### src/av_timing_pkg.sv
//////////////////////////////////////////////////
// raster geometry and i2s framing constants
// shared by the video generator, the i2s
// transmitter and the testbench checkers
//////////////////////////////////////////////////

package av_timing_pkg;

    //////////////////////////////////////////////////
    // video raster, 320x240 visible inside 400x512
    //////////////////////////////////////////////////

    // pixel clocks per line, visible width, first visible column
    localparam int h_total  = 400;
    localparam int h_active = 320;
    localparam int h_bporch = 10;
    // lines per frame, visible lines, first visible line
    localparam int v_total  = 512;
    localparam int v_active = 240;
    localparam int v_bporch = 10;
    // hsync lands a few clocks after vsync
    localparam int hs_col   = 3;
    // wide enough for 0..511
    localparam int coord_w  = 10;

    //////////////////////////////////////////////////
    // i2s framing
    //////////////////////////////////////////////////

    localparam int sclk_div     = 4;
    localparam int slots_per_ch = 32;
    localparam int sample_w     = 16;

    // channel currently on the wire, lrck low for left
    typedef enum logic {
        chan_left  = 1'b0,
        chan_right = 1'b1
    } i2s_chan_e;

endpackage

### src/av_regs_pkg.sv
//////////////////////////////////////////////////
// apb register map of the core
// addresses, field widths, reset values and the
// bus phase encoding used by the slave
//////////////////////////////////////////////////

package av_regs_pkg;

    localparam int apb_addr_w  = 8;
    localparam int apb_data_w  = 32;
    localparam int rgb_w       = 24;
    localparam int frame_cnt_w = 16;

    // register offsets, byte addressed
    typedef enum logic [apb_addr_w-1:0] {
        reg_ctrl      = 8'h00,
        reg_fill_rgb  = 8'h04,
        reg_sample_l  = 8'h08,
        reg_sample_r  = 8'h0c,
        reg_frame_cnt = 8'h10
    } reg_addr_e;

    // control register fields
    localparam int ctrl_video_en_bit = 0;
    localparam int ctrl_audio_en_bit = 1;

    // dark grey, 60 in every colour byte
    localparam logic [rgb_w-1:0] fill_rgb_reset = {3{8'd60}};

    // bus phase seen in the previous clock
    typedef enum logic [1:0] {
        phase_idle   = 2'd0,
        phase_setup  = 2'd1,
        phase_access = 2'd2
    } apb_phase_e;

endpackage

### src/apb_regs.sv
//////////////////////////////////////////////////
// apb slave holding control, fill colour and the
// two audio sample registers, zero wait states
// frame counter is read back from the video side
//////////////////////////////////////////////////

`timescale 1ns/1ps

module apb_regs (
    input  logic                                 audgen_mclk,
    input  logic                                 reset_n,
    input  logic                                 psel,
    input  logic                                 penable,
    input  logic                                 pwrite,
    input  logic [av_regs_pkg::apb_addr_w-1:0]   paddr,
    input  logic [av_regs_pkg::apb_data_w-1:0]   pwdata,
    output logic [av_regs_pkg::apb_data_w-1:0]   prdata,
    output logic                                 pready,
    output logic                                 pslverr,
    input  logic [av_regs_pkg::frame_cnt_w-1:0]  frame_cnt,
    output logic                                 video_en,
    output logic                                 audio_en,
    output logic [av_regs_pkg::rgb_w-1:0]        fill_rgb,
    output logic [av_timing_pkg::sample_w-1:0]   sample_l,
    output logic [av_timing_pkg::sample_w-1:0]   sample_r
);

    av_regs_pkg::apb_phase_e                 phase_q;
    logic [av_regs_pkg::apb_data_w-1:0]      ctrl_q;
    logic [av_regs_pkg::rgb_w-1:0]           fill_rgb_q;
    logic [av_timing_pkg::sample_w-1:0]      sample_l_q;
    logic [av_timing_pkg::sample_w-1:0]      sample_r_q;
    logic [av_regs_pkg::apb_data_w-1:0]      rd_data;
    logic                                    addr_hit;
    logic                                    addr_ro;
    logic                                    access;
    logic                                    wr_en;

    //////////////////////////////////////////////////
    // bus phase tracking
    //////////////////////////////////////////////////

    always_ff @(posedge audgen_mclk or negedge reset_n) begin
        if (!reset_n) begin
            phase_q <= av_regs_pkg::phase_idle;
        end else if (!psel) begin
            phase_q <= av_regs_pkg::phase_idle;
        end else if (!penable) begin
            phase_q <= av_regs_pkg::phase_setup;
        end else begin
            phase_q <= av_regs_pkg::phase_access;
        end
    end

    // access phase only counts right after a setup phase
    assign access = psel && penable && (phase_q == av_regs_pkg::phase_setup);

    //////////////////////////////////////////////////
    // address decode and read mux
    //////////////////////////////////////////////////

    always_comb begin
        addr_hit = 1'b1;
        addr_ro  = 1'b0;
        rd_data  = '0;
        case (paddr)
            av_regs_pkg::reg_ctrl:     rd_data = ctrl_q;
            av_regs_pkg::reg_fill_rgb: rd_data = av_regs_pkg::apb_data_w'(fill_rgb_q);
            av_regs_pkg::reg_sample_l: rd_data = av_regs_pkg::apb_data_w'(sample_l_q);
            av_regs_pkg::reg_sample_r: rd_data = av_regs_pkg::apb_data_w'(sample_r_q);
            av_regs_pkg::reg_frame_cnt: begin
                // read only, owned by the video generator
                rd_data = av_regs_pkg::apb_data_w'(frame_cnt);
                addr_ro = 1'b1;
            end
            default: addr_hit = 1'b0;
        endcase
    end

    // unmapped reads give zero
    assign prdata  = (psel && !pwrite) ? rd_data : '0;
    assign pready  = 1'b1;
    assign pslverr = access && (!addr_hit || (pwrite && addr_ro));
    assign wr_en   = access && pwrite && addr_hit && !addr_ro;

    //////////////////////////////////////////////////
    // register file
    //////////////////////////////////////////////////

    always_ff @(posedge audgen_mclk or negedge reset_n) begin
        if (!reset_n) begin
            ctrl_q     <= '0;
            fill_rgb_q <= av_regs_pkg::fill_rgb_reset;
            sample_l_q <= '0;
            sample_r_q <= '0;
        end else if (wr_en) begin
            case (paddr)
                av_regs_pkg::reg_ctrl:     ctrl_q     <= pwdata;
                av_regs_pkg::reg_fill_rgb: fill_rgb_q <= pwdata[av_regs_pkg::rgb_w-1:0];
                av_regs_pkg::reg_sample_l: sample_l_q <= pwdata[av_timing_pkg::sample_w-1:0];
                av_regs_pkg::reg_sample_r: sample_r_q <= pwdata[av_timing_pkg::sample_w-1:0];
                default: ;
            endcase
        end
    end

    // fields out to the generators
    assign video_en = ctrl_q[av_regs_pkg::ctrl_video_en_bit];
    assign audio_en = ctrl_q[av_regs_pkg::ctrl_audio_en_bit];
    assign fill_rgb = fill_rgb_q;
    assign sample_l = sample_l_q;
    assign sample_r = sample_r_q;

endmodule

### src/video_timing.sv
//////////////////////////////////////////////////
// video timing for 320x240 in a 400x512 raster
// registered sync, data enable and fill colour,
// one clock behind the raster counters
//////////////////////////////////////////////////

`timescale 1ns/1ps

module video_timing (
    input  logic                                 audgen_mclk,
    input  logic                                 reset_n,
    input  logic                                 video_en,
    input  logic [av_regs_pkg::rgb_w-1:0]        fill_rgb,
    output logic [av_regs_pkg::rgb_w-1:0]        video_rgb,
    output logic                                 video_de,
    output logic                                 video_vs,
    output logic                                 video_hs,
    output logic [av_regs_pkg::frame_cnt_w-1:0]  frame_cnt
);

    logic [av_timing_pkg::coord_w-1:0]  x_q;
    logic [av_timing_pkg::coord_w-1:0]  y_q;
    logic                               x_last;
    logic                               y_last;
    logic                               h_active;
    logic                               v_active;

    //////////////////////////////////////////////////
    // raster decode
    //////////////////////////////////////////////////

    assign x_last = (x_q == av_timing_pkg::coord_w'(av_timing_pkg::h_total - 1));
    assign y_last = (y_q == av_timing_pkg::coord_w'(av_timing_pkg::v_total - 1));

    // visible window, columns 10..329 and lines 10..249
    assign h_active = (x_q >= av_timing_pkg::coord_w'(av_timing_pkg::h_bporch)) &&
                      (x_q <  av_timing_pkg::coord_w'(av_timing_pkg::h_bporch +
                                                     av_timing_pkg::h_active));
    assign v_active = (y_q >= av_timing_pkg::coord_w'(av_timing_pkg::v_bporch)) &&
                      (y_q <  av_timing_pkg::coord_w'(av_timing_pkg::v_bporch +
                                                     av_timing_pkg::v_active));

    //////////////////////////////////////////////////
    // counters and registered outputs
    //////////////////////////////////////////////////

    always_ff @(posedge audgen_mclk or negedge reset_n) begin
        if (!reset_n) begin
            x_q       <= '0;
            y_q       <= '0;
            video_rgb <= '0;
            video_de  <= 1'b0;
            video_vs  <= 1'b0;
            video_hs  <= 1'b0;
            frame_cnt <= '0;
        end else begin
            // column wraps every line, line wraps every frame
            if (x_last) begin
                x_q <= '0;
                if (y_last) begin
                    y_q <= '0;
                end else begin
                    y_q <= y_q + 1'b1;
                end
            end else begin
                x_q <= x_q + 1'b1;
            end

            // vsync at the very first pixel of the frame, in the back porch
            video_vs <= (x_q == '0) && (y_q == '0);
            if ((x_q == '0) && (y_q == '0)) begin
                frame_cnt <= frame_cnt + 1'b1;
            end

            // hsync a few clocks later so it never coincides with vsync
            video_hs <= (x_q == av_timing_pkg::coord_w'(av_timing_pkg::hs_col));

            video_de <= h_active && v_active;
            // black outside the window or with video off
            if (h_active && v_active && video_en) begin
                video_rgb <= fill_rgb;
            end else begin
                video_rgb <= '0;
            end
        end
    end

endmodule

### src/i2s_tx.sv
//////////////////////////////////////////////////
// i2s transmitter with the bit clock at mclk / 4
// 32 slots per channel, 16 sample bits msb first
// then zero padding, both samples taken per pair
//////////////////////////////////////////////////

`timescale 1ns/1ps

module i2s_tx (
    input  logic                                audgen_mclk,
    input  logic                                reset_n,
    input  logic                                audio_en,
    input  logic [av_timing_pkg::sample_w-1:0]  sample_l,
    input  logic [av_timing_pkg::sample_w-1:0]  sample_r,
    output logic                                audio_sclk,
    output logic                                audio_lrck,
    output logic                                audio_dac
);

    logic [$clog2(av_timing_pkg::sclk_div)-1:0]     div_q;
    logic [$clog2(av_timing_pkg::slots_per_ch)-1:0] slot_q;
    av_timing_pkg::i2s_chan_e                       chan_q;
    logic [av_timing_pkg::sample_w-1:0]             shift_q;
    logic [av_timing_pkg::sample_w-1:0]             hold_r_q;
    logic                                           fall_en;
    logic                                           chan_start;

    // sclk is the divider msb so low for counts 0,1 and high for 2,3
    assign audio_sclk = div_q[$clog2(av_timing_pkg::sclk_div)-1];
    // next clock edge brings sclk low
    assign fall_en    = (div_q ==
                         ($clog2(av_timing_pkg::sclk_div))'(av_timing_pkg::sclk_div - 1));
    assign chan_start = (slot_q ==
                         ($clog2(av_timing_pkg::slots_per_ch))'(av_timing_pkg::slots_per_ch - 1));

    always_ff @(posedge audgen_mclk or negedge reset_n) begin
        if (!reset_n) begin
            div_q <= '0;
        end else begin
            div_q <= div_q + 1'b1;
        end
    end

    //////////////////////////////////////////////////
    // slot counter, channel and serial data
    //////////////////////////////////////////////////

    // reset parks on the last right slot so the first falling edge opens a left channel
    always_ff @(posedge audgen_mclk or negedge reset_n) begin
        if (!reset_n) begin
            slot_q     <= '1;
            chan_q     <= av_timing_pkg::chan_right;
            audio_lrck <= 1'b0;
            audio_dac  <= 1'b0;
        end else if (fall_en) begin
            slot_q <= slot_q + 1'b1;
            if (chan_start) begin
                if (chan_q == av_timing_pkg::chan_right) begin
                    chan_q     <= av_timing_pkg::chan_left;
                    audio_lrck <= 1'b0;
                    audio_dac  <= audio_en && sample_l[av_timing_pkg::sample_w-1];
                end else begin
                    chan_q     <= av_timing_pkg::chan_right;
                    audio_lrck <= 1'b1;
                    audio_dac  <= audio_en && hold_r_q[av_timing_pkg::sample_w-1];
                end
            end else begin
                // shifter runs dry after 16 slots and gives the zero pad
                audio_dac <= audio_en && shift_q[av_timing_pkg::sample_w-2];
            end
        end
    end

    // sample payload
    always_ff @(posedge audgen_mclk) begin
        if (fall_en) begin
            if (chan_start && (chan_q == av_timing_pkg::chan_right)) begin
                // left opens the pair and right waits for its turn
                shift_q  <= sample_l;
                hold_r_q <= sample_r;
            end else if (chan_start) begin
                shift_q <= hold_r_q;
            end else begin
                shift_q <= {shift_q[av_timing_pkg::sample_w-2:0], 1'b0};
            end
        end
    end

endmodule

### src/av_core_top.sv
//////////////////////////////////////////////////
// core top level, apb registers driving the
// video pattern generator and the i2s output
//////////////////////////////////////////////////

`timescale 1ns/1ps

module av_core_top (
    input  logic                                audgen_mclk,
    input  logic                                reset_n,
    // apb slave port
    input  logic                                psel,
    input  logic                                penable,
    input  logic                                pwrite,
    input  logic [av_regs_pkg::apb_addr_w-1:0]  paddr,
    input  logic [av_regs_pkg::apb_data_w-1:0]  pwdata,
    output logic [av_regs_pkg::apb_data_w-1:0]  prdata,
    output logic                                pready,
    output logic                                pslverr,
    // video out
    output logic [av_regs_pkg::rgb_w-1:0]       video_rgb,
    output logic                                video_de,
    output logic                                video_vs,
    output logic                                video_hs,
    // i2s out
    output logic                                audio_sclk,
    output logic                                audio_lrck,
    output logic                                audio_dac
);

    logic                                 video_en;
    logic                                 audio_en;
    logic [av_regs_pkg::rgb_w-1:0]        fill_rgb;
    logic [av_timing_pkg::sample_w-1:0]   sample_l;
    logic [av_timing_pkg::sample_w-1:0]   sample_r;
    logic [av_regs_pkg::frame_cnt_w-1:0]  frame_cnt;

    apb_regs u_apb_regs (
        .audgen_mclk(audgen_mclk), .reset_n(reset_n),
        .psel(psel), .penable(penable), .pwrite(pwrite), .paddr(paddr),
        .pwdata(pwdata), .prdata(prdata), .pready(pready), .pslverr(pslverr),
        .frame_cnt(frame_cnt), .video_en(video_en), .audio_en(audio_en),
        .fill_rgb(fill_rgb), .sample_l(sample_l), .sample_r(sample_r)
    );

    video_timing u_video_timing (
        .audgen_mclk(audgen_mclk), .reset_n(reset_n),
        .video_en(video_en), .fill_rgb(fill_rgb), .video_rgb(video_rgb),
        .video_de(video_de), .video_vs(video_vs), .video_hs(video_hs),
        .frame_cnt(frame_cnt)
    );

    i2s_tx u_i2s_tx (
        .audgen_mclk(audgen_mclk), .reset_n(reset_n),
        .audio_en(audio_en), .sample_l(sample_l), .sample_r(sample_r),
        .audio_sclk(audio_sclk), .audio_lrck(audio_lrck), .audio_dac(audio_dac)
    );

endmodule

### config.mk
export PLATFORM = sky130hd
export DESIGN_NAME = av_core_top
export DESIGN_NICKNAME = d
export VERILOG_FILES = /design/src/av_timing_pkg.sv /design/src/av_regs_pkg.sv /design/src/apb_regs.sv /design/src/video_timing.sv /design/src/i2s_tx.sv /design/src/av_core_top.sv
export SDC_FILE = /design/constraint.sdc
export NUM_CORES = 1
export LEC_CHECK = 0
export BUFFER_PORTS_ARGS = -buffer_cell sky130_fd_sc_hd__buf_2
export CAP_MARGIN = 20
export CELL_PAD_IN_SITES_DETAIL_PLACEMENT = 1
export CELL_PAD_IN_SITES_GLOBAL_PLACEMENT = 1
export CORE_MARGIN = 3
export CORE_UTILIZATION = 50
export DETAILED_ROUTE_END_ITERATION = 10
export PLACE_DENSITY_LB_ADDON = 0.08
export SYNTH_ARGS = -nofsm -noshare
export SYNTH_HDL_FRONTEND = slang
export SYNTH_SLANG_ARGS = --single-unit
### constraint.sdc
create_clock -name audgen_mclk -period 5.69 [get_ports audgen_mclk]
set_input_delay 0.8535 -clock audgen_mclk [delete_from_list [all_inputs] [get_ports audgen_mclk]]
set_output_delay 0.8535 -clock audgen_mclk [all_outputs]
set_load 0.05 [all_outputs]
=== Yosys cells after proc, flatten, opt, wreduce, memory -nomap -nowiden ===
Cells that the tools add are included.

* Register bits after elaboration: 194

* Equal/unequal tests: 10
* Order comparisons: 4
* Reduce and logical (&&, ||, !) cells: 31
* Add/subtract/negate cells: 5
* Muxes and demuxes: 14

{| class="wikitable"
|+ Operator list
! kind !! number
|-
| $pmux 32 s5 || 1
|-
| $mux 32 || 1
|-
| $mux 15 || 2
|-
| $mux 24 || 1
|-
| $add 10x1->10 const B || 2
|-
| $eq 10x9->1 const B || 2
|-
| $ge 10x4->1 const B || 2
|-
| $logic_not 10->1 || 2
|-
| $mux 10 || 2
|-
| $logic_and 1x1->1 || 17
|-
| $add 16x1->16 const B || 1
|-
| $eq 8x4->1 const B || 2
|-
| $reduce_and 2->1 || 6
|-
| $eq 10x2->1 const B || 1
|-
| $lt 10x8->1 const B || 1
|-
| $lt 10x9->1 const B || 1
|-
| $eq 8x3->1 const B || 1
|-
| $eq 8x5->1 const B || 1
|-
| $logic_not 8->1 || 1
|-
| $add 5x1->5 const B || 1
|-
| $eq 5x5->1 const B || 1
|-
| $mux 1 || 5
|-
| $reduce_or 5->1 || 1
|-
| $mux 2 || 2
|-
| 5 further kinds || 7
|}

=== Depth between registers and ports, before layout ===
* Depth in word-level cells: 6
* Mapped depth: 7
* Depth with buffers taken out: 6

=== Hierarchy ===
From an unflattened synthesis, not the netlist that was laid out.

* Cell total of the unflattened synthesis: 747
* Area total of the unflattened synthesis: 9057.4 um^2

{| class="wikitable"
|+ Modules (own cells, without submodules)
! module !! area each (um^2) !! instances !! sequential area each (um^2) !! cells an instance
|-
| apb_regs || 4499.3 || 1 || 2267.2 || 360
|-
| video_timing || 2806.4 || 1 || 1576.5 || 271
|-
| i2s_tx || 1751.7 || 1 || 1188.6 || 116
|}

=== Worst setup path after synthesis ===
OpenSTA, ideal clock, no wires.

* Path type: input -> output
* Start: in paddr[5] (netlist bit)
* End: out prdata[15] (netlist bit)
* Data arrival time: 2.812 ns
* Cell stages on the path: 5
* Path slack: 2.024 ns
* Buffers on the path: 1
* Cell sequence: or3_1 -> buf_2 -> nor3_1 -> nand2_1 -> a21oi_1

* Word-level cells in the longest chain between the ends: 3
* Elaborated cells between the ends (all ways): 7
* Those cells by class: 4 x eq/ne; 2 x mux; 1 x reduce/logical

{| class="wikitable"
|+ RTL lines
! element !! line !! text
|-
| start: declaration || av_core_top.sv:15 || <nowiki>input logic [av_regs_pkg::apb_addr_w-1:0] paddr,</nowiki>
|-
| $eq 8x5->1 (tied with other cells) || apb_regs.sv:66 || <nowiki>case (paddr)</nowiki>
|-
| $pmux 32 s5 (*) || apb_regs.sv:66 ||
|-
| $mux 32 (*) || apb_regs.sv:81 || <nowiki>assign prdata = (psel && !pwrite) ? rd_data : '0;</nowiki>
|-
| end: declaration || av_core_top.sv:17 || <nowiki>output logic [av_regs_pkg::apb_data_w-1:0] prdata,</nowiki>
|}

Every way passes the cells marked *; elsewhere a longest branch is shown, timed or not.

=== Worst setup path after layout ===
* Start: in paddr[4] (netlist bit)
* End: out prdata[21] (netlist bit)

The elaborated chain is that of the path after synthesis.

==> out/results.tsv <==
metric	value	unit
min_from	u_i2s_tx.div_q[0]	
grt_pass1_vias	6640	
grt_first_pass_wirelength	36900	um
dieArea	19100	sq um
n_antenna_cell	0	
drc	0	
cts_tree	done	
cellPowerDensity	263	nW/um^2
slowest_delay	0.90	ns
cp.required	4.84	ns
row_count	47	
vias	6169	
reg2reg_from	u_i2s_tx.slot_q[0]	
crit_buf_inv	2	
layout.cells.most_common_list	145 x dfrtp_1, 106 x buf_2, 86 x mux2_2	
cp_max_fo	23	
start_util	51.9	%
synth_area_per_cell	12.2	sq um
grt_overflow	0	
worstSetupEndpointType	output port	
grt_max_degree	103	
fin_skew	0.00820	ns
post-route-util	59.6	%
root_buffer	clkbuf_16	
fin_area	10100	sq um
port_buffers	107	
grt_use_total	24.0	%
die_h	138	um
fillers	1715	
reg2reg_to	u_i2s_tx.hold_r_q[7]	
drt_iter0_markers	434	
critical_path.top_delay_family	simple AND/OR/NAND/NOR gates	
post-cts-setup-buffers	0	
max_freq	0.247	GHz
placed_cells	1021	
status	finished clean	
dieWidth	138	um
drt_wl_total	22900	um
relSlewSlack	27.6	%
cts_buffers	17	
worst_slack	1.64	ns
whs	0.440	ns
whs_path_depth	1	
cts_resized	0	
pre_cts_ws	1.62	ns
dr.pass1.iters	5	
syn_inst	720	
final_hold_viol_count	0	
slew_viol_final	0	
area_growth	14.9	%
ys_seq_elements	194	
ys_types	49	
htree_num_levels	4	
timing.final.crit_share	71.3	%
clkTransAtPathRegs	0.07	ns
antenna_found_initial	0	
wl_per_cell	21.8	um
setup_viol	0	
coreArea	16900	sq um
min_to	u_i2s_tx.div_q[0]	
yosys_warnings	0	
holdCritPathClass	flip-flop to flip-flop	
max_slew.worst_pin.slew	1.08	ns
grt_setup_unrepaired	false	
placed_cell_area	9480	sq um
crit_slowest_cell	nor3_1	
vdd_drop_max	0.251	mV
rrSetupSlack	3.13	ns
r2r_cells	5	
hold_buffers	0	
critPathArrivalTime	3.20	ns
clock_latency	0.43	ns
final_common_cell	dfrtp_1	
place_hpwl	15700	um
p_leak	4.64	nW
min_period	4.05	ns
criticalPathCategory	input pin to output port	
syn-cell-area	8750	sq um
cp_common_cell	buf_2	
power	2.65	mW
synth_ff_type	dfrtp_1	
yosysSeqAreaShare	57.5	%
synth_edf_count	31	
synth_nets	774	
gp_congestion	0.849	
drive_gt1_share	31.5	%
ant_nets	0	
viasPerCell	5.86	
final_cells	1053	
cts.sinks	194	
crit_chain	buf_2 > or3_1 > nor3_1 > a22oi_1 > nor2_1 > buf_2	
drv_cap	0	
io_pins	109	
async_flop_share	84.0	%
layout.nets	874	
clk_path_buf_depth	2	
critPathLaunchType	input pin	
setup_tns	0	ns
-- area by class of cell --
class	count	area (sq um)	share of cell area (%)
well taps	220	275	2.74
multi-input cells	452	3410	33.9
repair buffers	119	632	6.29
clock buffers	19	454	4.52
clock inverters	13	115	1.15
inverters	36	135	1.34
flip-flops and latches	194	5030	50.1
-- how the worst max path moves through the flow --
stage / slack [ns] / startpoint / depth (start not counted) / end
CTS: 1.64 / paddr[4] / 6 / prdata[21]
floorplan: 2.02 / paddr[5] / 5 / prdata[15]
global route: 1.53 / paddr[4] / 6 / prdata[21]
detailed placement: 1.62 / paddr[4] / 6 / prdata[21]
global placement: 1.80 / paddr[3] / 6 / prdata[28]
finish: 1.64 / paddr[4] / 6 / prdata[21]
-- flip-flops by register name, summed over array words and instances, names as in the netlist, 5 cells and up --
register / flops
u_i2s_tx.slot_q: 5
u_apb_regs.sample_l: 16
u_video_timing.video_rgb: 24
u_apb_regs.fill_rgb: 24
u_video_timing.y_q: 10
u_video_timing.frame_cnt: 16
u_i2s_tx.shift_q: 15
u_video_timing.x_q: 10
u_apb_regs.ctrl_q: 32
u_apb_regs.sample_r: 16
u_i2s_tx.hold_r_q: 16
-- power breakdown --
part	total [mW]	switching [mW]	leakage (nW)	internal, mW
Clock	1.16	0.558	0.279	0.603
Combinational	0.0767	0.0572	1.90	0.0195
Sequential	1.41	0.00166	2.46	1.41
Total	2.65	0.617	4.64	2.03
-- cells by family (layout without fill, tap and decap cells) --
| group | count (synthesis) | count (layout) | synth area share (%) |
|---|---|---|---|
| and+or+nand+nor | 209 | 209 | 12.8 |
| xor gates and xnor gates | 29 | 29 | 2.90 |
| muxes | 124 | 124 | 15.7 |
| adders and majority gates | 9 | 9 | 1.29 |
| AOI/OAI and AO/OA | 80 | 80 | 6.22 |
| DFF | 194 | 194 | 57.5 |
| buffers and inverters | 74 | 187 | 3.56 |
| other | 1 | 1 | 0.0428 |
-- synth_stat cells, drive strengths merged (2+ instances only) --
| cell | instances | share of area [%] |
|---|---|---|
| dfrtp | 145 | 41 |
| mux2 | 108 | 14 |
| nor2 | 48 | 2.1 |
| nand2 | 40 | 1.7 |
| inv | 36 | 1.5 |
| nor3 | 36 | 2.1 |
| edfxtp | 31 | 11 |
| clkbuf | 26 | 1.1 |
| o21ai | 24 | 1.4 |
| dfstp | 18 | 5.4 |
| nor4 | 18 | 1.9 |
| a21oi | 17 | 0.97 |
| xor2 | 17 | 1.7 |
| mux2i | 16 | 1.8 |
| a222oi | 14 | 1.6 |
| nand3 | 14 | 0.80 |
| and2 | 12 | 0.86 |
| buf | 12 | 0.90 |
| xnor2 | 12 | 1.2 |
| nand4 | 11 | 0.79 |
| and3 | 9 | 0.64 |
| ha | 9 | 1.3 |
| a22oi | 8 | 0.69 |
| and4 | 6 | 0.60 |
| a21o | 4 | 0.34 |
| a22o | 3 | 0.30 |
| a31oi | 3 | 0.21 |
| nand2b | 3 | 0.21 |
| nor2b | 3 | 0.21 |
| or3 | 3 | 0.21 |
| a32oi | 2 | 0.20 |
| nand4b | 2 | 0.20 |
| or4 | 2 | 0.21 |
-- layer usage --
layer | GRT usage, % | wire (um) | up-vias | share of wire, %
li1 | - | - | 2795 | -
met1 | 32.4 | 10100 | 3217 | 44
met2 | 41.2 | 11700 | 139 | 51
met3 | 4.18 | 931 | 18 | 4.1
met4 | 4.68 | 168 | 0 | 0.73
met5 | 0 | 0 | - | 0
Power figures use the tool's default switching activity.
